File: src/common/icache_pkg.sv
package icache_pkg;

    // geometry, fixed by the address split
    localparam int ADDR_W     = 19;
    localparam int WORD_W     = 32;
    localparam int NUM_WAYS   = 4;
    localparam int NUM_SETS   = 8;
    localparam int LINE_WORDS = 16;

    // field widths and positions inside a byte address
    localparam int TAG_W      = 10;
    localparam int SET_W      = 3;
    localparam int WIDX_W     = 4;
    localparam int TAG_LSB    = 9;   // tag [18:9]
    localparam int SET_LSB    = 6;   // set [8:6]
    localparam int WIDX_LSB   = 2;   // word [5:2]
    localparam int LINE_LSB   = 6;   // byte offset bits inside a line

    typedef logic [ADDR_W-1:0]   addr_t;
    typedef logic [WORD_W-1:0]   word_t;
    typedef logic [TAG_W-1:0]    tag_t;
    typedef logic [SET_W-1:0]    set_idx_t;
    typedef logic [WIDX_W-1:0]   word_idx_t;
    typedef logic [NUM_WAYS-1:0] way_mask_t;   // one-hot way
    typedef logic [2:0]          plru_bits_t;  // {right pair, left pair, root}

    // fetch controller
    typedef enum logic [1:0] {
        SLEEP,    // cache off, contents invalid
        IDLE,     // waiting for a fetch
        COMPARE,  // tag compare of the granted fetch
        REFILL    // line coming from next level
    } ctrl_state_t;

endpackage

File: src/hw/victim_select.sv
`timescale 1ns/1ps

module victim_select import icache_pkg::*; (
    input  logic      clk,
    input  logic      rst_n,
    input  logic      touch,
    input  way_mask_t touch_way,
    input  set_idx_t  touch_set,
    input  way_mask_t set_valid,
    input  set_idx_t  query_set,
    output way_mask_t victim_way
);

    plru_bits_t tree_q [NUM_SETS];
    plru_bits_t tree;
    way_mask_t  plru_way;
    way_mask_t  free_way;

    // bits point at the next victim, so a touch flips them away
    always_ff @(posedge clk or negedge rst_n) begin
        if (!rst_n) begin
            for (int s = 0; s < NUM_SETS; s++) tree_q[s] <= '0;
        end else if (touch) begin
            unique case (1'b1)
                touch_way[0]: begin
                    tree_q[touch_set][0] <= 1'b1;   // right half next
                    tree_q[touch_set][1] <= 1'b1;
                end
                touch_way[1]: begin
                    tree_q[touch_set][0] <= 1'b1;
                    tree_q[touch_set][1] <= 1'b0;
                end
                touch_way[2]: begin
                    tree_q[touch_set][0] <= 1'b0;   // left half next
                    tree_q[touch_set][2] <= 1'b1;
                end
                touch_way[3]: begin
                    tree_q[touch_set][0] <= 1'b0;
                    tree_q[touch_set][2] <= 1'b0;
                end
                default: ;
            endcase
        end
    end

    assign tree = tree_q[query_set];

    always_comb begin
        plru_way = '0;
        if (tree[0]) plru_way[tree[2] ? 3 : 2] = 1'b1;
        else         plru_way[tree[1] ? 1 : 0] = 1'b1;
    end

    // lowest invalid way
    assign free_way = ~set_valid & (set_valid + way_mask_t'(1));

    assign victim_way = (&set_valid) ? plru_way : free_way;

    a_victim_onehot: assert property (
        @(posedge clk) disable iff (!rst_n)
        $onehot(victim_way)
    );

endmodule

File: config.mk
export PLATFORM = sky130hd
export DESIGN_NAME = victim_select
export DESIGN_NICKNAME = d
export VERILOG_FILES = /design/src/common/icache_pkg.sv /design/src/hw/victim_select.sv
export SDC_FILE = /design/constraint.sdc
export NUM_CORES = 1
export LEC_CHECK = 0
export BUFFER_PORTS_ARGS = -buffer_cell sky130_fd_sc_hd__buf_2
export CORE_UTILIZATION = 45
export DETAILED_ROUTE_END_ITERATION = 12
export PLACE_DENSITY_LB_ADDON = 0.1
export SETUP_SLACK_MARGIN = 0.05
export SLEW_MARGIN = 20
export SYNTH_ARGS = -nofsm -noshare
export SYNTH_HDL_FRONTEND = slang
export SYNTH_SLANG_ARGS = --single-unit
File: constraint.sdc
create_clock -name clk -period 1.7 [get_ports clk]
set_input_delay 0 -clock clk [delete_from_list [all_inputs] [get_ports clk]]
set_output_delay 0 -clock clk [all_outputs]
set_load 0.02 [all_outputs]
# == After elaboration in Yosys (flattened, before gate mapping) ==
# Index checks and enable logic that the tools add are counted.
# word_totals
output_inout_bits,4
regBits,24
word_cells,53
inputBits,17
# op_classes
bitwise_logic,13
n_mux,18
n_lt_le_gt_ge,7
n_reduce_logical,6
addsub,1
# op_table
operator,count
$pmux W24 S4,1
$and A24 B24 Y24,3
$not A24 Y24,3
$or A24 B24 Y24,3
$demux W3 S3,3
$bmux W3 S3,1
$mux W3,3
$ge A4 B4 Y1 const B,2
$mux W4,2
$not A3 Y4,2
$mux W1,5
$add A4 B1 Y4 const B,1
$and A4 B4 Y4,1
$demux W1 S2,2
$lt A4 B1 Y1 const B,1
$not A4 Y4,1
$reduce_and A4 Y1,1
$reduce_bool A4 Y1,1
$logic_and A1 B1 Y1,3
$lt A1 B3 Y1 const B,1
$lt A2 B3 Y1 const B,1
$ge A2 B1 Y1 const B,1
$mux W2,1
$reduce_and A2 Y1,1
$ge A1 B1 Y1 const B,1

# == Depth between registers and ports, before layout ==
# Gate-level depths: netlist of the first run.
# depth
depth_word,11
mapped_depth,5
ltp_nobuf,4

# == Worst setup path before layout of the first run ==
# Ideal clock, no wire load.
# synth_path
path_kind,register -> output
startpoint,register tree_q[12] in the netlist's numbering
endpoint,output port victim_way[0]
n_path_buf,0
t_arrival_ns,1.724
setup_slack_ns,-0.024
path_stages_with_launch,5
required_time_ns,1.700
cell_sequence,dfrtp_1 -> mux4_1 -> mux2i_1 -> nand3_1 -> o31ai_1
# synth_via
elab_chain_len,5
# synth_lines
item,line_no,text
start: declaration,victim_select.sv:14,plru_bits_t tree_q [NUM_SETS];
start signal: indexed assignment,victim_select.sv:26,tree_q[touch_set][0] <= 1'b1;
start signal: indexed assignment,victim_select.sv:27,tree_q[touch_set][1] <= 1'b1;
start signal: indexed assignment,victim_select.sv:30,tree_q[touch_set][0] <= 1'b1;
$bmux W3 S3,victim_select.sv:46,assign tree = tree_q[query_set];
$mux W3 (implied by the code) (2 in a row),victim_select.sv:46,
$mux W4,victim_select.sv:50,if (tree[0]) plru_way[tree[2] ? 3 : 2] = 1'b1;
$mux W4,victim_select.sv:57,assign victim_way = (&set_valid) ? plru_way : free_way;
end: declaration,victim_select.sv:11,output way_mask_t victim_way
# No other way between the ends. The select of a mux whose other input is x is not followed.

# == Final worst setup path of the first run ==
# layout_path
startpoint,register tree_q[5] in the netlist's numbering
endpoint,output port victim_way[2]
# layout_via
elab_chain_len,10
elab_cells_between_ends,11
# layout_lines
item,line_no
$bmux W3 S3 *,victim_select.sv:46
$mux W3 (implied by the code) * (2 in a row),victim_select.sv:46
$mux W1 *,victim_select.sv:50
$lt A2 B3 Y1 (implied by the code) / $ge A2 B1 Y1 (equally long branches),victim_select.sv:50
$logic_and A1 B1 Y1 (implied by the code),victim_select.sv:50
$mux W1,victim_select.sv:50
$demux W1 S2 *,victim_select.sv:50
$mux W4 *,victim_select.sv:50
$mux W4 *,victim_select.sv:57
# Mark *: on every way between the ends. The rest lies on a longest branch, timed or not. The select of a mux whose other input is x is not followed.

==> flow_summary.toml, run 1 <==
[run_status]
outcome = "finished with violations"
violations = "negative setup slack"

[placed_design]
place_area_mm2 = 0.00143
dp.cells = 165
dp_slack_ps = -0.0931
port_buffers = 20
globalplace.congestion = 0.744
dp_hpwl_um = 2110

[drt]
vias_per_cell = 6.05
drtAntennaViolNets = 0
drt_first_pass_iters = 4
wirelength_um = 2840
routedWlPerCell_um = 16.6
drc = 0
vias = 1034
drt_iter0_markers = 47

[synth]
yosysUniqueCellTypes = 29
synth_top_flop_cell = "dfrtp_1"
yosysSeqAreaShare_pct = 46.1
syn_inst = 118
synth_edf_count = 0
ys_ff_latch = 24
synthArstFlopShare_pct = 100
synth_area_mm2 = 0.00130
ys_warn_count = 0
avgSynthCellArea_um2 = 11.0
synth.net_count = 135

[power_and_ir_drop]
fin_total_pwr_uw = 1540
power.leakage_uw = 0.000639
clock_power_share_pct = 27.2
seqPwrFrac_pct = 49.2
power_density_mw_per_mm2 = 1020
ir_drop_mv = 0.577
intPower_uw = 1120
power_frac_comb_pct = 23.6
switching_share_pct = 27.1
p_switching_uw = 417

[final_layout]
final_common_cell = "dfrtp_1"
antenna_cells = 0
nNetsFinal = 158
final_area_mm2 = 0.00151
largest_reg_flops = 24
fillCellCount = 231
area_growth_pct = 15.6
stdcell_count = 171
layout_common_cells = "dfrtp_1 (24), buf_2 (17), a21oi_1 (11), mux2_2 (10), nand2_1 (9)"
multiInputGateArea_um2 = 658
seq_area_um2 = 601
drive_gt1_share_pct = 33.6
reg.largest.list = "tree_q (24)"
largest-register = "tree_q"

[clock_network]
clock_sinks = 24
numCtsBuffers = 3
clk_latency_ps = 320
htreeDepth = 1
cts_tree = "done"
path_clk_slew_ps = 140
cts-root-buf = "clkbuf_4"
clk_path_buf_depth = 2

[global_route]
grt_usage_pct = 20.9
grt_pass1_vias = 1058
antenna_found_initial = 0
grt_pass1_wl_um = 4930
overflow = 0
grt_start_max_net_pins = 25

[worst_hold_path]
min_path_cells = 2
hold_class = "in2reg"

[timing]
slew_viol_final = 0
rsz0062_at_grt = "yes"
fin_crit_ps = 1980
fin_worst_skew_ps = 0
fmax_mhz = 505
finalCritPeriodShare_pct = 116
finalHoldViolCount = 0
setup_violations = 4
relSlewSlack_pct = 61.1
tightest_slew_ps = 581
fin_setup_tns_ps = -823
fin_ws_ps = -279

[worst_setup_path]
cp_max_fo = 2
r2r_cells = 2
required_ps = 1700
crit_type = "reg2out"
crit_arrival_ps = 1980
start_kind = "register"
cp-end-kind = "output port"

[floorplan]
die_w_um = 55.8
core.rowCount = 19
coreArea_mm2 = 0.00276
pin_count = 21
die_area_mm2 = 0.00311
die_h_um = 55.8
start_util_pct = 47.2

[job]
max_cap_violations = 0
area by class of cell:
type / count / share of cell area [%]
Clock inverter: 1 / 2.00
Tap cell: 31 / 2.58
Timing Repair Buffer: 24 / 9.31
Inverter: 4 / 0.998
Multi-Input combinational cell: 84 / 43.7
Clock buffer: 3 / 1.50
Sequential cell: 24 / 39.9
critical path, cell delays in order, from the launching register on:
cell and delay, ps:
dfrtp_1 410, mux4_2 450, mux2i_1 160, or3b_1 380
a21oi_2 120, buf_4 140
metal layers:
metal | GRT usage [%] | wire, um
met1 | 27.3 | 1260
met2 | 35.6 | 1440
met3 | 3.02 | 111
met4 | 7.50 | 30
met5 | 0 | 0
what timing repair did:
item,in CTS,in global routing
pin swaps,4,0
cloned,0,0
resized for setup,8,1
hold endpoints to repair,24,0
endpoints found under the setup margin,4,4
hold buffers,1,0
setup buffers,1,0
worst paths after layout:
check                             start             to  slack, ps
setup / recovery              tree_q[5]  victim_way[2]       -280
hold reg to reg               tree_q[2]      tree_q[2]        520
max in group asynchronous         rst_n     tree_q[18]       1180
setup reg to reg             tree_q[17]     tree_q[17]        800
min in group asynchronous         rst_n     tree_q[13]        170
hold / removal             touch_set[2]     tree_q[19]         10
power by group through the flow:
stage	Sequential (uW)	Clock [uW]	Combinational, uW
after floorplan	738	0	258
after global placement	761	0	333
after detailed placement	767	0	343
after global routing	772	442	403
after CTS	757	428	367
final	757	420	363
cell usage after synthesis (2+ instances only):
cell,n,area share [%]
a21oi_1,12,4.6
a31oi_1,3,1.4
clkbuf_1,3,0.86
dfrtp_1,24,46
inv_1,4,1.2
mux2_2,10,8.6
mux2i_1,2,1.5
mux4_1,4,8.1
mux4_2,2,3.5
nand2_1,9,2.6
nand2b_1,2,0.96
nand3_1,4,1.5
nor2_1,7,2.0
nor2b_1,3,1.4
nor3_1,2,0.77
nor4_1,3,1.4
o21ai_0,5,1.9
o31ai_1,7,4.0
o41ai_1,2,1.3
logic make-up (layout without fill, tap and decap cells):
kind of cell / count (synthesis) / count (layout) / share of synthesized area, %
multiplexers: 18 / 18 / 21.7
buffers and inverters: 10 / 32 / 3.55
AO/OA/AOI/OAI: 32 / 32 / 15.5
flip-flops: 24 / 24 / 46.1
AND/OR/NAND/NOR: 34 / 34 / 13.2
metrics by stage:
| stage | util (%) | hold WS [ps] |
|---|---|---|
| after global placement | 52.0 | 5.29 |
| after floorplan | - | -296 |
| after global routing | 54.6 | 17.3 |
| after CTS | 54.4 | 4.14 |
| final | 54.6 | 14.2 |
| after detailed placement | 52.0 | 16.6 |
(Power assumes the default switching activity.)
==> run 2, diff against run 1 <==
==> constraint.sdc (replaced) <==
create_clock -name clk -period 1.9 [get_ports clk]
set_input_delay 0 -clock clk [delete_from_list [all_inputs] [get_ports clk]]
set_output_delay 0 -clock clk [all_outputs]
set_load 0.02 [all_outputs]
==> flow_summary.toml, run 2 (synthesis results as in run 1) <==
[run_status]
outcome = "finished with violations"
violations = "negative setup slack"

[final_layout]
area_growth_pct = 18.9
final_common_cell = "dfrtp_1"
nNetsFinal = 161
reg.largest.list = "tree_q (24)"
post-route-util_pct = 56.2
largest_reg_flops = 24
drive_gt1_share_pct = 35.0
largest-register = "tree_q"
antenna_cells = 0
layout_common_cells = "dfrtp_1 (24), buf_2 (17), a21oi_1 (11), mux2_2 (10), nand2_1 (9)"

[clock_network]
numCtsBuffers = 3
clock_sinks = 24
htreeDepth = 1
clk_path_buf_depth = 2
path_clk_slew_ps = 140
cts_tree = "done"
cts-root-buf = "clkbuf_4"
clk_latency_ps = 320

[timing]
relSlewSlack_pct = 62.8
fin_crit_ps = 1980
finalCritPeriodShare_pct = 104
fin_worst_hold_slack_ps = 28.7
fin_ws_ps = -84.1
finalHoldViolCount = 0
fmax_mhz = 504
fin_worst_skew_ps = 0
tightest_slew_ps = 557
fin_setup_tns_ps = -108
setup_violations = 2
slew_viol_final = 0
rsz0062_at_grt = "yes"

[drt]
vias_per_cell = 6.04
drt_iter0_markers = 32
drc = 0
drtAntennaViolNets = 0
drt_first_pass_iters = 4
vias = 1051
wirelength_um = 2830
routedWlPerCell_um = 16.2

[worst_setup_path]
crit_arrival_ps = 1980
regToRegStartpoint = "tree_q[11]"
crit_type = "reg2out"
cp_slowest_cell = "mux4_2"
path_cells = "mux4_2, mux2i_1, or3b_1, a21oi_2, buf_4"
cp_max_fo = 2
start_kind = "register"
critPathLaunch = "tree_q[2]"
cp-end-kind = "output port"
path_delay_family = "multiplexers"
required_ps = 1900
critPathMaxStageDelay_ps = 460
worst-path-buf-inv = 1

[power_and_ir_drop]
ir_drop_mv = 0.462
power.leakage_uw = 0.000656
power_density_mw_per_mm2 = 906
fin_total_pwr_uw = 1400

[floorplan]
pin_count = 21
die_w_um = 55.8
core.rowCount = 19
die_area_mm2 = 0.00311
start_util_pct = 47.2
coreArea_mm2 = 0.00276
die_h_um = 55.8

[worst_hold_path]
hold_class = "in2reg"
hold_path_startpoint = "touch_set[1]"

[global_route]
grt_start_max_net_pins = 25
grt_pass1_wl_um = 4640
grt_pass1_vias = 998
antenna_found_initial = 0
grt_usage_pct = 19.7
overflow = 0

[job]
max_cap_violations = 0

[placed_design]
port_buffers = 20
globalplace.congestion = 0.764
dp_hpwl_um = 2060
-- run 2: changes by cell type in the layout (fill, tap and decap cells not counted) --
cell / delta
o2bb2ai_1: -1
buf_6: +1
dlygate4sd3_1: +1
buf_4: +1
mux2i_2: -1
mux2i_4: +1
o2bb2ai_2: +1
-- run 2: area by class of cell --
class	instances	area, um2
Fill cell	256	1210
Multi-Input combinational cell	84	673
Sequential cell	24	601
Timing Repair Buffer	27	169
Tap cell	31	38.8
Clock inverter	1	30.0
Clock buffer	3	22.5
Inverter	4	15.0
-- run 2: through the flow --
stage | setup slack, ps | instances | instance area [um2]
2_1_floorplan | 176 | 118 | 1300
3_3_place_gp | 235 | 164 | 1420
3_5_place_dp | 203 | 164 | 1420
4_1_cts | -131 | 174 | 1520
5_1_grt | -221 | 174 | 1550
6_report | -84.1 | 174 | 1550
-- run 2: worst reg2reg max path, stage by stage, from the launching register on --
cell     delay (ps)
dfrtp_1         400
buf_4           130
inv_1            60
a41oi_1          40
a41o_1          250
-- run 2: repair_timing --
item / in CTS / in global routing
setup endpoints to repair: 4 / 4
hold buffers: 2 / 0
hold endpoints to repair: 26 / 0
buffers inserted: 4 / 0
pin swaps: 4 / 1
gates resized for setup: 5 / 9
-- run 2: final timing paths --
check / slack (ps) / depth (start not counted) / end
max: -80 / 5 / victim_way[2]
min: 30 / 2 / tree_q[19]
max reg2reg: 920 / 4 / tree_q[11]
min reg2reg: 520 / 2 / tree_q[19]
max in group asynchronous: 1360 / 2 / tree_q[6]
min in group asynchronous: 180 / 2 / tree_q[16]
-- run 2: where the power goes --
part / internal, uW / switching [uW] / total (uW)
sequential: 618 / 61.0 / 679
combinational: 196 / 160 / 356
clock: 213 / 154 / 367
total: 1030 / 375 / 1400
-- run 2: per-layer routing --
| layer | vias up | GRT usage [%] | part of all wire [%] | wire [um] |
|---|---|---|---|---|
| li1 | 507 | - | - | - |
| met1 | 518 | 26.8 | 46 | 1310 |
| met2 | 24 | 32.5 | 49 | 1400 |
| met3 | 2 | 2.33 | 3.4 | 95 |
| met4 | 0 | 7.50 | 0.74 | 21 |
| met5 | - | 0 | 0 | 0 |
==> run 3, diff against run 2 <==
--- a/config.mk
+++ b/config.mk
@@ -7,6 +7,7 @@
 export LEC_CHECK = 0
 export BUFFER_PORTS_ARGS = -buffer_cell sky130_fd_sc_hd__buf_2
 export CORE_UTILIZATION = 45
+export CTS_BUF_LIST = sky130_fd_sc_hd__clkbuf_8
 export DETAILED_ROUTE_END_ITERATION = 12
 export PLACE_DENSITY_LB_ADDON = 0.1
 export SETUP_SLACK_MARGIN = 0.05
==> flow_summary.toml, run 3 (synthesis results as in run 1) <==
[run_status]
outcome = "finished with violations"
violations = "negative setup slack"

[global_route]
overflow = 0
grt_usage_pct = 20.0
grt_pass1_wl_um = 4660
grt_start_max_net_pins = 25
antenna_found_initial = 0
grt_pass1_vias = 995

[timing]
setup_violations = 1
fin_crit_ps = 1920
finalCritPeriodShare_pct = 101
fmax_mhz = 521
tightest_slew_ps = 568
fin_worst_skew_ps = 0
slew_viol_final = 0
finalHoldViolCount = 0
fin_ws_ps = -18.7
rsz0062_at_grt = "yes"
relSlewSlack_pct = 62.1

[clock_network]
path_clk_slew_ps = 90
numCtsBuffers = 3
cts_tree = "done"
clk_latency_ps = 270
clk_path_buf_depth = 2
htreeDepth = 1
cts-root-buf = "clkbuf_8"
clock_sinks = 24

[drt]
wirelength_um = 2810
vias_per_cell = 6.06
drc = 0
drtAntennaViolNets = 0
drt_first_pass_iters = 4
drt_iter0_markers = 32
vias = 1048
routedWlPerCell_um = 16.2

[floorplan]
die_w_um = 55.8
coreArea_mm2 = 0.00276
core.rowCount = 19
die_h_um = 55.8
start_util_pct = 47.2
die_area_mm2 = 0.00311
pin_count = 21

[placed_design]
dp_hpwl_um = 2060
place_area_mm2 = 0.00142
port_buffers = 20
globalplace.congestion = 0.764
dp.cells = 164

[worst_setup_path]
start_kind = "register"
cp_slowest_cell = "mux4_2"
crit_arrival_ps = 1920
path_cells = "mux4_2, mux2i_1, or3b_1, a21oi_2, buf_4"
crit_type = "reg2out"
cp-end-kind = "output port"
critPathMaxStageDelay_ps = 450
cp_max_fo = 2
required_ps = 1900

[final_layout]
drive_gt1_share_pct = 35.2
fillCellCount = 255
antenna_cells = 0
final_area_mm2 = 0.00156
reg.largest.list = "tree_q (24)"
final_common_cell = "dfrtp_1"
layout_common_cells = "dfrtp_1 (24), buf_2 (17), a21oi_1 (11), mux2_2 (10), nand2_1 (9)"
stdcell_count = 173
nNetsFinal = 160
area_growth_pct = 19.6
largest_reg_flops = 24
largest-register = "tree_q"

[power_and_ir_drop]
power_density_mw_per_mm2 = 950
ir_drop_mv = 0.496
power.leakage_uw = 0.000659

[worst_hold_path]
hold_class = "in2reg"

[job]
max_cap_violations = 0
## run 3: cell count changes in the layout (fill, tap and decap cells not counted), sizes merged
| cell | change |
|---|---|
| dlygate4sd3 | -1 |
## run 3: area by class of cell
| class | instances | area [um2] | area share (%) |
|---|---|---|---|
| well taps | 31 | 38.8 | 2.49 |
| clock inverters | 1 | 30.0 | 1.93 |
| multi-input cells | 84 | 673 | 43.2 |
| repair buffers | 26 | 159 | 10.2 |
| flip-flops and latches | 24 | 601 | 38.6 |
| clock buffers | 3 | 41.3 | 2.65 |
| inverters | 4 | 15.0 | 0.964 |
## run 3: report_power, final
part           leakage, uW  total, uW  internal [uW]  switching, uW
Combinational     0.000335        354            194            160
Sequential        0.000289        680            619           60.8
Clock            0.0000357        446            282            164
## run 3: what timing repair did
item,4_1_cts,5_1_grt
hold buffers,1,0
resized for setup,5,9
gates cloned,0,0
endpoints found under the setup margin,4,4
endpoints found under the hold margin,24,0
setup buffers,3,1
pin swaps,3,2
## run 3: routing by layer
layer | part of all wire (%) | global-route usage [%] | routed length (um)
met1 | 45 | 27.0 | 1280
met2 | 49 | 32.5 | 1380
met3 | 3.8 | 3.02 | 106
met4 | 1.5 | 7.50 | 43
met5 | 0 | 0 | 0
## run 3: final timing paths
check | start | to | slack [ps] | cells past startpoint
min in group asynchronous | rst_n | tree_q[16] | 240 | 2
worst max-delay path | tree_q[17] | victim_way[2] | -20 | 5
worst min register to register | tree_q[5] | tree_q[5] | 510 | 1
worst min-delay path | touch_set[2] | tree_q[19] | 70 | 2
max in group asynchronous | rst_n | tree_q[10] | 1300 | 2
worst max register to register | tree_q[11] | tree_q[11] | 930 | 4
## run 3: through the flow
step	TNS (ps)	utilization, %	hold WS [ps]	power, uW	setup slack (ps)
floorplan	0	-	-296	888	176
global placement	0	51.4	3.53	973	235
detailed placement	0	51.4	14.7	985	203
CTS	-53.9	55.0	60.2	1470	-53.9
global route	-214	56.5	70.9	1560	-150
finish	-18.7	56.5	65.6	1480	-18.7
## run 3: worst max-delay path: cells and delay by family, from the launching register on
family	cells	cell delay, ps
flops	1	390
mux	2	610
simple gates	1	380
buf+inv	1	150
compound gates	1	120
