**config.mk**
```make
export PLATFORM = sky130hd
export DESIGN_NAME = refill_ctrl
export DESIGN_NICKNAME = d
export VERILOG_FILES = /design/src/common/icache_pkg.sv /design/src/hw/refill_ctrl.sv
export SDC_FILE = /design/constraint.sdc
export NUM_CORES = 1
export LEC_CHECK = 0
export BUFFER_PORTS_ARGS = -buffer_cell sky130_fd_sc_hd__buf_2
export CAP_MARGIN = 25
export CORE_ASPECT_RATIO = 1.2
export CORE_MARGIN = 8
export CORE_UTILIZATION = 34
export CTS_BUF_LIST = sky130_fd_sc_hd__clkbuf_8 sky130_fd_sc_hd__clkbuf_16
export DETAILED_ROUTE_END_ITERATION = 12
export PLACE_DENSITY = 0.88
export RECOVER_POWER = 100
export SLEW_MARGIN = 20
export SYNTH_ARGS = -nofsm -noshare
export SYNTH_HDL_FRONTEND = slang
export SYNTH_SLANG_ARGS = --single-unit
```
**constraint.sdc**
```tcl
create_clock -name clk -period 1.4 [get_ports clk]
set_input_delay 0.14 -clock clk [delete_from_list [all_inputs] [get_ports clk]]
set_output_delay 0.14 -clock clk [all_outputs]
set_load 0.005 [all_outputs]
```
**src/common/icache_pkg.sv**
```systemverilog
package icache_pkg;

    // geometry, fixed by the address split
    localparam int ADDR_W     = 19;
    localparam int WORD_W     = 32;
    localparam int NUM_WAYS   = 4;
    localparam int NUM_SETS   = 8;
    localparam int LINE_WORDS = 16;

    // field widths and positions inside a byte address
    localparam int TAG_W      = 10;
    localparam int SET_W      = 3;
    localparam int WIDX_W     = 4;
    localparam int TAG_LSB    = 9;   // tag [18:9]
    localparam int SET_LSB    = 6;   // set [8:6]
    localparam int WIDX_LSB   = 2;   // word [5:2]
    localparam int LINE_LSB   = 6;   // byte offset bits inside a line

    typedef logic [ADDR_W-1:0]   addr_t;
    typedef logic [WORD_W-1:0]   word_t;
    typedef logic [TAG_W-1:0]    tag_t;
    typedef logic [SET_W-1:0]    set_idx_t;
    typedef logic [WIDX_W-1:0]   word_idx_t;
    typedef logic [NUM_WAYS-1:0] way_mask_t;   // one-hot way
    typedef logic [2:0]          plru_bits_t;  // {right pair, left pair, root}

    // fetch controller
    typedef enum logic [1:0] {
        SLEEP,    // cache off, contents invalid
        IDLE,     // waiting for a fetch
        COMPARE,  // tag compare of the granted fetch
        REFILL    // line coming from next level
    } ctrl_state_t;

endpackage

```
**src/hw/refill_ctrl.sv**
```systemverilog
`timescale 1ns/1ps

module refill_ctrl import icache_pkg::*; (
    input  logic      clk,
    input  logic      rst_n,
    input  logic      miss_start,
    input  addr_t     miss_line_addr,
    // next level
    output logic      refill_req,
    output addr_t     refill_addr,
    input  logic      refill_gnt,
    input  logic      refill_r_valid,
    input  word_t     refill_r_data,
    output logic      refill_done,
    // towards the ways
    output logic      fill_valid,
    output word_idx_t fill_word,
    output word_t     fill_data,
    output logic      fill_done
);

    logic      req_q;    // request waiting for grant
    logic      busy_q;   // granted, beats in flight
    word_idx_t cnt_q;
    addr_t     addr_q;
    logic      last_beat;

    always_ff @(posedge clk or negedge rst_n) begin
        if (!rst_n) begin
            req_q <= 1'b0;
        end else if (miss_start) begin
            req_q <= 1'b1;
        end else if (refill_gnt) begin
            req_q <= 1'b0;
        end
    end

    always_ff @(posedge clk or negedge rst_n) begin
        if (!rst_n) begin
            busy_q <= 1'b0;
        end else if (req_q && refill_gnt) begin
            busy_q <= 1'b1;
        end else if (last_beat) begin
            busy_q <= 1'b0;
        end
    end

    // beat counter, wraps to zero after word 15
    always_ff @(posedge clk or negedge rst_n) begin
        if (!rst_n) begin
            cnt_q <= '0;
        end else if (fill_valid) begin
            cnt_q <= cnt_q + word_idx_t'(1);
        end
    end

    always_ff @(posedge clk) begin
        if (miss_start) addr_q <= miss_line_addr;
    end

    assign refill_req  = req_q;
    assign refill_addr = addr_q;

    assign fill_valid = busy_q && refill_r_valid;
    assign fill_word  = cnt_q;
    assign fill_data  = refill_r_data;

    assign last_beat   = fill_valid && (cnt_q == word_idx_t'(LINE_WORDS - 1));
    assign fill_done   = last_beat;
    assign refill_done = last_beat;

    a_no_beat_when_idle: assert property (
        @(posedge clk) disable iff (!rst_n)
        refill_r_valid |-> busy_q
    );

    // controller must not start a second miss over a running one
    a_miss_when_free: assert property (
        @(posedge clk) disable iff (!rst_n)
        miss_start |-> !(req_q || busy_q)
    );

endmodule

```
# Word level (Yosys, flattened, before mapping)
# Cells that the tools add are included.
# word_totals
register_bits	25
latchBits	0
ram_bits	0
rom_bits	0
elab_cells	15
n_memories	0
# op_classes
addsub	1
multipliers	0
n_div	0
n_lt_le_gt_ge	0
n_eq_ne	1
n_shift	0
mux	4
bitwise	0
reduce_logical	5
# op_table
cell	n
$add A4 B1 Y4 const B	1
$eq A4 B4 Y1 const B	1
$mux W1	4
$reduce_bool A2 Y1	2
$logic_and A1 B1 Y1	3

# Depth between registers and ports, before layout
# Gate-level depths: netlist of run 1.
# depth
ltp_word	4
ltp_mapped	4
mapped_depth_nobuf	3

# Worst setup path before layout of run 1
# OpenSTA, ideal clock, no wires.
# synth_timing
kind	register to output
startpoint	register busy_q
endpoint	output port refill_done
arrival_ps	988
required_ps	1260
slack_ps	272
stages_incl_launch_ff	5
n_path_buf	2
cell_sequence	dfrtp_1 > and2_4 > buf_6 > and4_2 > buf_4
# synth_between
elab_chain_cells	2
# synth_lines
item	line_no	text
from (decl)	refill_ctrl.sv:23	logic busy_q;
from (signal assigned)	refill_ctrl.sv:40	busy_q <= 1'b0;
from (signal assigned)	refill_ctrl.sv:42	busy_q <= 1'b1;
from (signal assigned)	refill_ctrl.sv:44	busy_q <= 1'b0;
$logic_and A1 B1 Y1	refill_ctrl.sv:64	assign fill_valid = busy_q && refill_r_valid;
via fill_valid	refill_ctrl.sv:16	output logic fill_valid,
$logic_and A1 B1 Y1	refill_ctrl.sv:68	assign last_beat = fill_valid && (cnt_q == word_idx_t'(LINE_WORDS - 1));
to (decl)	refill_ctrl.sv:14	output logic refill_done,
# The timed path passes the listed nets, and every way through them passes these cells.

# Final worst setup path of run 1
# layout_timing
startpoint	register busy_q
endpoint	output port refill_done
# layout_between
elab_chain_cells	2
# layout_lines
item	line_no
$logic_and A1 B1 Y1	refill_ctrl.sv:64
$logic_and A1 B1 Y1	refill_ctrl.sv:68
# No other way between the ends.

==> results of run 1 <==
[state kept, by name, summed over array words and instances (netlist names)]
signal,flops
refill_addr,19
fill_word,4
busy_q,1
refill_req,1
[routing by layer]
metal	up-vias	wire length [um]
met5	-	0
met4	0	127
met3	20	446
met2	55	1040
met1	263	814
li1	256	-
[kinds of logic (layout without fill, tap and decap cells)]
logic type / after synthesis / in the layout / synth area share
and+or+nand+nor: 5 / 5 / 0.0321
DFF: 25 / 25 / 0.661
xor gates and xnor gates: 3 / 3 / 0.0241
buffers and inverters: 35 / 58 / 0.241
muxes: 1 / 1 / 0.0138
adders and majority gates: 1 / 1 / 0.0115
AOI/OAI and AO/OA: 2 / 2 / 0.0161
[synthesized netlist by cell type]
| cell | count |
|---|---|
| buf_4 | 33 |
| edfxtp_1 | 19 |
| dfrtp_1 | 6 |
| nand4_1 | 2 |
| xnor2_1 | 2 |
| a21o_1 | 1 |
| a22o_2 | 1 |
| and2_4 | 1 |
| and4_2 | 1 |
| buf_6 | 1 |
| ha_1 | 1 |
| inv_1 | 1 |
| mux2_4 | 1 |
| nand2_1 | 1 |
| xor2_1 | 1 |
[what timing repair did]
item / 4_1_cts / 5_1_grt
gates resized for setup: 1 / 0
pin swaps: 0 / 0
setup endpoints to repair: 2 / 2
hold buffers: 1 / 0
hold endpoints to repair: 6 / 0
buffers inserted: 1 / 1
[per-stage QoR]
step,std cells,utilization,cell area [um2],setup slack (ps)
finish,131,0.383,1170,54.5
global route,131,0.383,1170,6.56
CTS,130,0.390,1190,27.9
detailed placement,124,0.369,1130,252
global placement,124,0.369,1130,308
floorplan,72,-,1090,272
[critical path, cell delays in order (launching register included)]
cell	delay, ps
dfrtp_1	390
and2_4	190
and4_2	240
buf_2	130
[layout make-up]
class / instances / share of cell area
timing repair buffer: 53 / 0.215
tap: 36 / 0.0385
multi-input combinational: 12 / 0.0897
inverter: 1 / 0.00321
clock buffer: 3 / 0.0353
sequential: 25 / 0.615
clock inverter: 1 / 0.00321
[path summary, 6_finish.rpt]
path                                        to  depth (start not counted)               from  slack, ps
worst max register to register    fill_word[1]                          2       fill_word[0]        350
worst min-delay path            refill_addr[7]                          1  miss_line_addr[7]         50
max in group asynchronous         fill_word[2]                          2              rst_n        860
worst min register to register      refill_req                          1         refill_req        530
min in group asynchronous         fill_word[0]                          2              rst_n        290
worst max-delay path               refill_done                          3             busy_q         50
[report_power, final]
part           internal [W]  switching, W  total, W
Clock              0.000195      0.000206  0.000401
Combinational      0.000196      0.000171  0.000368
Sequential         0.000919     0.0000775  0.000997
==> results.tsv, run 1 <==
stage	metric	value	unit
global_route	met3_usage	0.0540	
finish	multi_input_area	105	um2
finish	syn2layout_area_growth	7.46	%
status	outcome	completed	
finish	final_common_cell	buf_2	
timing	clock.fmax	0.743	GHz
synthesis	syn-cell-area	0.00109	mm2
die	die_w	67.7	um
place	place_congestion	0.715	
detailed_routing	drt_wl_total	2.43	mm
place	dp_hpwl	1.90	mm
die	core-area	0.00306	mm2
timing	slew_violations	0	
critical_path	crit_path_end_kind	primary output	
timing	worst_pin_slew	1080	ps
clock_tree	cts_tree	built	
finish	regArea	721	um2
critical_path	worstSetupPathType	flop to primary output	
synthesis	synth_top_area_frac	0.524	
timing	finalSetupViolCount	0	
synthesis	synth-seq-area-share	0.661	
clock_tree	numCtsBuffers	3	
die	initial_core_util	0.357	
timing	finClkSkew	0.373	ps
clock_tree	clk_pin_slew_worst_paths	80	ps
die	die-area	0.00528	mm2
global_route	grt_max_degree	21	
global_route	grt_pass1_wl	3.48	mm
synthesis	synth_warnings	0	
global_route	grt_overflow	0	
global_route	antenna_found_initial	0	
pwr	p_per_area	1510	mW/mm2
synthesis	synth_top_cell_by_area	edfxtp_1	
detailed_routing	firstDrtPassIters	2	
clock_tree	htreeDepth	1	
die	pin_count	115	
pwr	power.leakage	0.492	nW
timing	hold_slack	50.6	ps
pwr	power	0.00177	W
detailed_routing	vias	594	
timing	relSlewSlack	0.281	
clock_tree	clk_latency	260	ps
global_route	grtUsageMet1	0.0901	
finish	antennaDiodeCount	0	
detailed_routing	remaining_drc_errors	0	
synthesis	yosys-top-cells-area	edfxtp_1 (52%), buf_4 (23%), dfrtp_1 (14%)	
die	num_rows	22	
synthesis	synthCells	72	
critical_path	required	1260	ps
synthesis	synth_cell_type_count	15	
finish	drive_gt1_frac	0.442	
finish	final_cell_mix	buf_2 (34), edfxtp_1 (19), clkbuf_1 (17)	
timing	period_needed	1350	ps
finish	nFillCells	316	
clock_tree	clk_path_buf_depth	2	
pwr	peakVddDrop	633	uV
critical_path	startpoint_type	flop	
global_route	grt_pass1_vias	710	
synthesis	avgSynthCellArea	15.1	um2
clock_tree	root_buffer	clkbuf_8	
detailed_routing	antenna_left	0	
global_route	grt_usage	0.0873	
critical_path	cp_max_fo	6	
critical_path	worstPathArrival	1210	ps
synthesis	syn_nets	129	
detailed_routing	via_per_inst	4.53	
die	fp.dieH	78.0	um
min_path	hp-class	input port to flop	
global_route	met2_usage	0.123	
place	portBuffers	50	
flow_run	maxCapViolCount	0	
timing	setup_tns	0	ps
timing	rsz0062_at_grt	no	
timing	fin_crit_sh	0.961	
timing	hold_viol	0	
detailed_routing	wl_per_cell	18.5	um
global_route	grt-busiest-layer	met2	
clock_tree	cts_sinks	25	
detailed_routing	initialDrtViolationCount	7	
synthesis	synth-seq-cells	25	
finish	nets	153	
(Power assumes the default switching activity.)
==> run 2, diff against run 1 <==
--- a/config.mk
+++ b/config.mk
@@ -12,6 +12,7 @@
 export CORE_UTILIZATION = 34
 export CTS_BUF_LIST = sky130_fd_sc_hd__clkbuf_8 sky130_fd_sc_hd__clkbuf_16
 export DETAILED_ROUTE_END_ITERATION = 12
+export GPL_TIMING_DRIVEN = 0
 export PLACE_DENSITY = 0.88
 export RECOVER_POWER = 100
 export SLEW_MARGIN = 20
==> results.tsv, run 2 (synthesis gave the netlist of run 1 again) <==
stage	metric	value	unit
min_path	hold_start	miss_line_addr[0]	
timing	slew_violations	0	
finish	syn2layout_area_growth	44.1	%
min_path	whs_endpoint	refill_addr[0]	
timing	hold_viol	0	
detailed_routing	via_per_inst	4.14	
critical_path	crit_path_end_kind	primary output	
critical_path	worstSetupPathType	flop to primary output	
flow_run	maxCapViolCount	0	
critical_path	reg2reg_depth	4	
place	dp_hpwl	2.67	mm
timing	clock.fmax	0.765	GHz
die	fp.dieH	78.0	um
timing	finClkSkew	0.431	ps
global_route	grt_pass1_wl	4.35	mm
critical_path	critPathTopFamily	flip-flops	
global_route	grt_overflow	0	
critical_path	max_stage_delay	380	ps
global_route	antenna_found_initial	0	
die	initial_core_util	0.357	
clock_tree	cts_tree	built	
detailed_routing	antenna_left	0	
die	num_rows	22	
clock_tree	htreeDepth	1	
pwr	power	0.00188	W
critical_path	startpoint_type	flop	
critical_path	critPathBufInv	1	
pwr	p_sw	0.000479	W
finish	nets	219	
critical_path	slowest_stage	dfrtp_1	
critical_path	worst-r2r-setup-slack	310	ps
detailed_routing	firstDrtPassIters	2	
finish	final_cell_mix	buf_2 (51), clkbuf_1 (32), edfxtp_1 (19)	
detailed_routing	initialDrtViolationCount	25	
clock_tree	numCtsBuffers	3	
pwr	seq_power_share	0.526	
critical_path	r2r-end	busy_q	
finish	antennaDiodeCount	0	
timing	worst_pin_slew	1060	ps
clock_tree	root_buffer	clkbuf_8	
finish	largest_register_ffs	19	
timing	period_needed	1310	ps
timing	finalSetupViolCount	0	
finish	drive_gt1_frac	0.571	
detailed_routing	drt_wl_total	3.06	mm
timing	fin_crit_sh	0.933	
pwr	power.leakage	0.739	nW
pwr	cellInternalPower	0.00140	W
global_route	grt_max_degree	21	
pwr	p_comb_frac	0.264	
timing	relSlewSlack	0.295	
critical_path	required	1260	ps
min_path	hold-path-cell-count	1	
critical_path	r2r-start	fill_word[0]	
timing	fin_ws	93.4	ps
clock_tree	cts_sinks	25	
global_route	grt_pass1_vias	904	
clock_tree	clk_path_buf_depth	2	
pwr	p_sw_frac	0.255	
finish	final_common_cell	buf_2	
place	pre_cts_slack	154	ps
detailed_routing	remaining_drc_errors	0	
pwr	p_per_area	1200	mW/mm2
timing	setup_tns	0	ps
global_route	grt_usage	0.105	
timing	rsz0062_at_grt	no	
die	die-area	0.00528	mm2
detailed_routing	wl_per_cell	15.5	um
critical_path	cp_max_fo	3	
die	die_w	67.7	um
place	place_congestion	0.718	
critical_path	worstPathArrival	1170	ps
clock_tree	clk_pin_slew_worst_paths	80	ps
status	outcome	completed	
die	core-area	0.00306	mm2
die	pin_count	115	
detailed_routing	vias	815	
critical_path	cp_cell_sequence	ha_1 > and4_4 > buf_2	
clock_tree	clk_latency	250	ps
pwr	p_clk_frac	0.210	
place	portBuffers	82	
min_path	hp-class	input port to flop	
pwr	peakVddDrop	755	uV
## run 2: cell count changes in the layout (fill, tap and decap cells not counted)
cell / previous run / this run
buf_2: 34 / 51
ha_2: 1 / 0
and4_4: 0 / 1
clkbuf_1: 17 / 32
clkbuf_4: 1 / 17
buf_4: 0 / 17
and4_2: 1 / 0
ha_1: 0 / 1
buf_6: 0 / 1
## run 2: worst register-to-register path: stages, from the launching register on
cell and delay, ps:
dfrtp_1 360, ha_1 190, clkbuf_4 140, nand4_1 80, a22o_2 220
## run 2: how the worst max path moves through the flow
stage	depth (start not counted)	slack, ps	to	startpoint
3_3_place_gp	5	150	refill_done	busy_q
6_report	3	90	fill_done	fill_word[1]
5_1_grt	3	50	fill_done	fill_word[1]
2_1_floorplan	4	270	refill_done	busy_q
3_5_place_dp	5	150	refill_done	busy_q
4_1_cts	4	7	refill_done	fill_word[0]
## run 2: metal layers
layer | share of wire | up-vias | global-route usage | wire [um]
met4 | 0.0033 | 0 | 0.0189 | 10
met2 | 0.50 | 67 | 0.183 | 1530
li1 | - | 391 | - | -
met3 | 0.16 | 2 | 0.0625 | 476
met1 | 0.34 | 355 | 0.105 | 1040
met5 | 0 | - | 0 | 0
## run 2: cell type report
type	count	area, um2
clock buffer	3	41.3
multi-input combinational	12	104
sequential	25	721
inverter	1	3.75
fill	304	1490
buffer	32	240
timing repair buffer	87	412
clock inverter	1	3.75
tap	36	45.0
## run 2: per-stage QoR
step                      instances  instance area (um2)  utilization  hold slack (ps)
after floorplan                  72                 1090            -             -156
after global placement          190                 1550        0.506            -31.1
after detailed placement        190                 1550        0.506            -28.5
after CTS                       197                 1620        0.529             51.6
after global routing            197                 1570        0.514             43.3
final                           197                 1570        0.514             54.9
## run 2: repair_timing
action                                  CTS  global route
endpoints found under the setup margin    2             1
hold buffers                              1             0
hold endpoints to repair                  6             0
buffers inserted                          3             1
gates resized for setup                   2             1
pin swaps                                 1             1
## run 2: power groups by stage
| stage | Clock (W) | Combinational, W | Sequential, W |
|---|---|---|---|
| after CTS | 0.000408 | 0.000559 | 0.000992 |
| final | 0.000396 | 0.000497 | 0.000990 |
| after global routing | 0.000434 | 0.000554 | 0.00100 |
| after floorplan | 0 | 0.000231 | 0.00102 |
| after global placement | 0 | 0.000470 | 0.00102 |
| after detailed placement | 0 | 0.000489 | 0.00102 |
==> run 3, diff against run 2 <==
--- a/config.mk
+++ b/config.mk
@@ -7,7 +7,6 @@
 export LEC_CHECK = 0
 export BUFFER_PORTS_ARGS = -buffer_cell sky130_fd_sc_hd__buf_2
 export CAP_MARGIN = 25
-export CORE_ASPECT_RATIO = 1.2
 export CORE_MARGIN = 8
 export CORE_UTILIZATION = 34
 export CTS_BUF_LIST = sky130_fd_sc_hd__clkbuf_8 sky130_fd_sc_hd__clkbuf_16
==> constraint.sdc (replaced) <==
create_clock -name clk -period 1.3 [get_ports clk]
set_input_delay 0.13 -clock clk [delete_from_list [all_inputs] [get_ports clk]]
set_output_delay 0.13 -clock clk [all_outputs]
set_load 0.005 [all_outputs]
==> results.tsv, run 3 (synthesis gave the netlist of run 1 again) <==
stage	metric	value	unit
finish	drive_gt1_frac	0.491	
pwr	peakVddDrop	425	uV
pwr	seq_power_share	0.535	
place	place_congestion	0.706	
pwr	p_clk_frac	0.202	
pwr	power	0.00201	W
pwr	p_comb_frac	0.263	
clock_tree	cts_tree	built	
die	die-area	0.00527	mm2
finish	final_common_cell	clkbuf_1	
global_route	grt_pass1_wl	4.51	mm
pwr	p_sw_frac	0.252	
clock_tree	cts_sinks	25	
timing	worst_pin_slew	959	ps
min_path	hp-class	input port to flop	
critical_path	reg2reg_depth	3	
detailed_routing	remaining_drc_errors	0	
place	portBuffers	82	
clock_tree	clk_pin_slew_worst_paths	70	ps
finish	nets	219	
detailed_routing	wl_per_cell	14.9	um
critical_path	worstPathArrival	1140	ps
detailed_routing	vias	843	
global_route	grt_max_degree	21	
critical_path	r2r-end	fill_word[1]	
detailed_routing	initialDrtViolationCount	26	
die	fp.dieH	72.6	um
die	core-area	0.00305	mm2
flow_run	maxCapViolCount	0	
critical_path	crit_path_end_kind	primary output	
finish	nFillCells	312	
clock_tree	numCtsBuffers	3	
die	initial_core_util	0.357	
timing	clock.fmax	0.789	GHz
die	num_rows	20	
global_route	antenna_found_initial	0	
global_route	grt_overflow	0	
timing	finalSetupViolCount	0	
critical_path	startpoint_type	flop	
critical_path	worstSetupPathType	flop to primary output	
status	outcome	completed	
clock_tree	clk_path_buf_depth	2	
detailed_routing	firstDrtPassIters	2	
finish	antennaDiodeCount	0	
clock_tree	htreeDepth	1	
pwr	p_sw	0.000506	W
finish	final_cell_mix	clkbuf_1 (43), buf_2 (37), buf_4 (23)	
timing	fin_crit_sh	0.975	
die	die_w	72.6	um
global_route	grt_pass1_vias	954	
finish	final_util	0.514	
timing	slew_violations	0	
pwr	cellInternalPower	0.00150	W
pwr	p_per_area	1280	mW/mm2
critical_path	r2r-start	busy_q	
critical_path	required	1170	ps
pwr	power.leakage	0.701	nW
critical_path	cp_max_fo	2	
finish	syn2layout_area_growth	44.1	%
min_path	whs_endpoint	refill_addr[5]	
critical_path	critPathLaunch	fill_word[1]	
detailed_routing	via_per_inst	4.11	
finish	largest_register_ffs	19	
timing	finClkSkew	0.196	ps
detailed_routing	drt_wl_total	3.06	mm
timing	relSlewSlack	0.361	
clock_tree	clk_latency	250	ps
global_route	grt_usage	0.109	
min_path	hold-path-cell-count	1	
timing	hold_viol	0	
clock_tree	root_buffer	clkbuf_8	
die	pin_count	115	
timing	period_needed	1270	ps
critical_path	worst-r2r-setup-slack	170	ps
min_path	hold_start	miss_line_addr[5]	
detailed_routing	antenna_left	0	
==> run 3: cell types whose count changed in the layout (fill, tap and decap cells not counted), moves of 2 or more <==
cell and delta:
clkbuf_4 -6, buf_2 -14, clkbuf_1 +11, buf_4 +6
buf_1 +2
==> run 3: worst max-delay path by stage <==
stage | to | slack (ps)
finish | fill_done | 30
global route | fill_done | -10
CTS | fill_done | 30
detailed placement | refill_done | 60
global placement | refill_done | 60
floorplan | refill_done | 180
==> run 3: final cells by class <==
cell class | count | area, um2 | share of cell area
flip-flops and latches | 25 | 721 | 0.459
well taps | 44 | 55.1 | 0.0351
clock inverters | 1 | 3.75 | 0.00239
multi-input cells | 12 | 104 | 0.0661
repair buffers | 87 | 402 | 0.256
plain buffers | 32 | 240 | 0.153
inverters | 1 | 3.75 | 0.00239
clock buffers | 3 | 41.3 | 0.0263
==> run 3: stage by stage <==
stage	std cells	setup slack (ps)	TNS, ps	hold WS (ps)	area, um2
2_1_floorplan	72	182	0	-166	1090
3_3_place_gp	198	62.4	0	-41.3	1560
3_5_place_dp	198	64.0	0	-37.8	1560
4_1_cts	205	34.4	0	41.0	1630
5_1_grt	205	-12.2	-17.0	34.2	1570
6_report	205	32.9	0	49.1	1570
==> run 3: routing by layer <==
metal / global-route usage / vias up / wire length (um) / part of all wire
met5: 0 / - / 0 / 0
met4: 0.0467 / 0 / 25 / 0.0082
met3: 0.0728 / 2 / 527 / 0.17
met2: 0.182 / 80 / 1460 / 0.48
met1: 0.102 / 371 / 1050 / 0.34
li1: - / 390 / - / -
==> run 3: power groups by stage <==
stage	sequential (W)	clock, W	combinational, W
after floorplan	0.00110	0	0.000249
after global placement	0.00110	0	0.000503
after detailed placement	0.00110	0	0.000522
after CTS	0.00107	0.000426	0.000617
after global routing	0.00109	0.000454	0.000585
final	0.00107	0.000407	0.000527
==> run 3: repair_timing <==
action / CTS / global route
buffers inserted: 4 / 0
resized for setup: 3 / 1
hold buffers: 1 / 0
pin swaps: 2 / 1
setup endpoints to repair: 2 / 1
hold endpoints to repair: 6 / 0
==> run 3: critical path, cell delays in order (launching register included) <==
cell and delay, ps:
dfrtp_1 370, ha_2 190, and4_4 230, buf_6 100
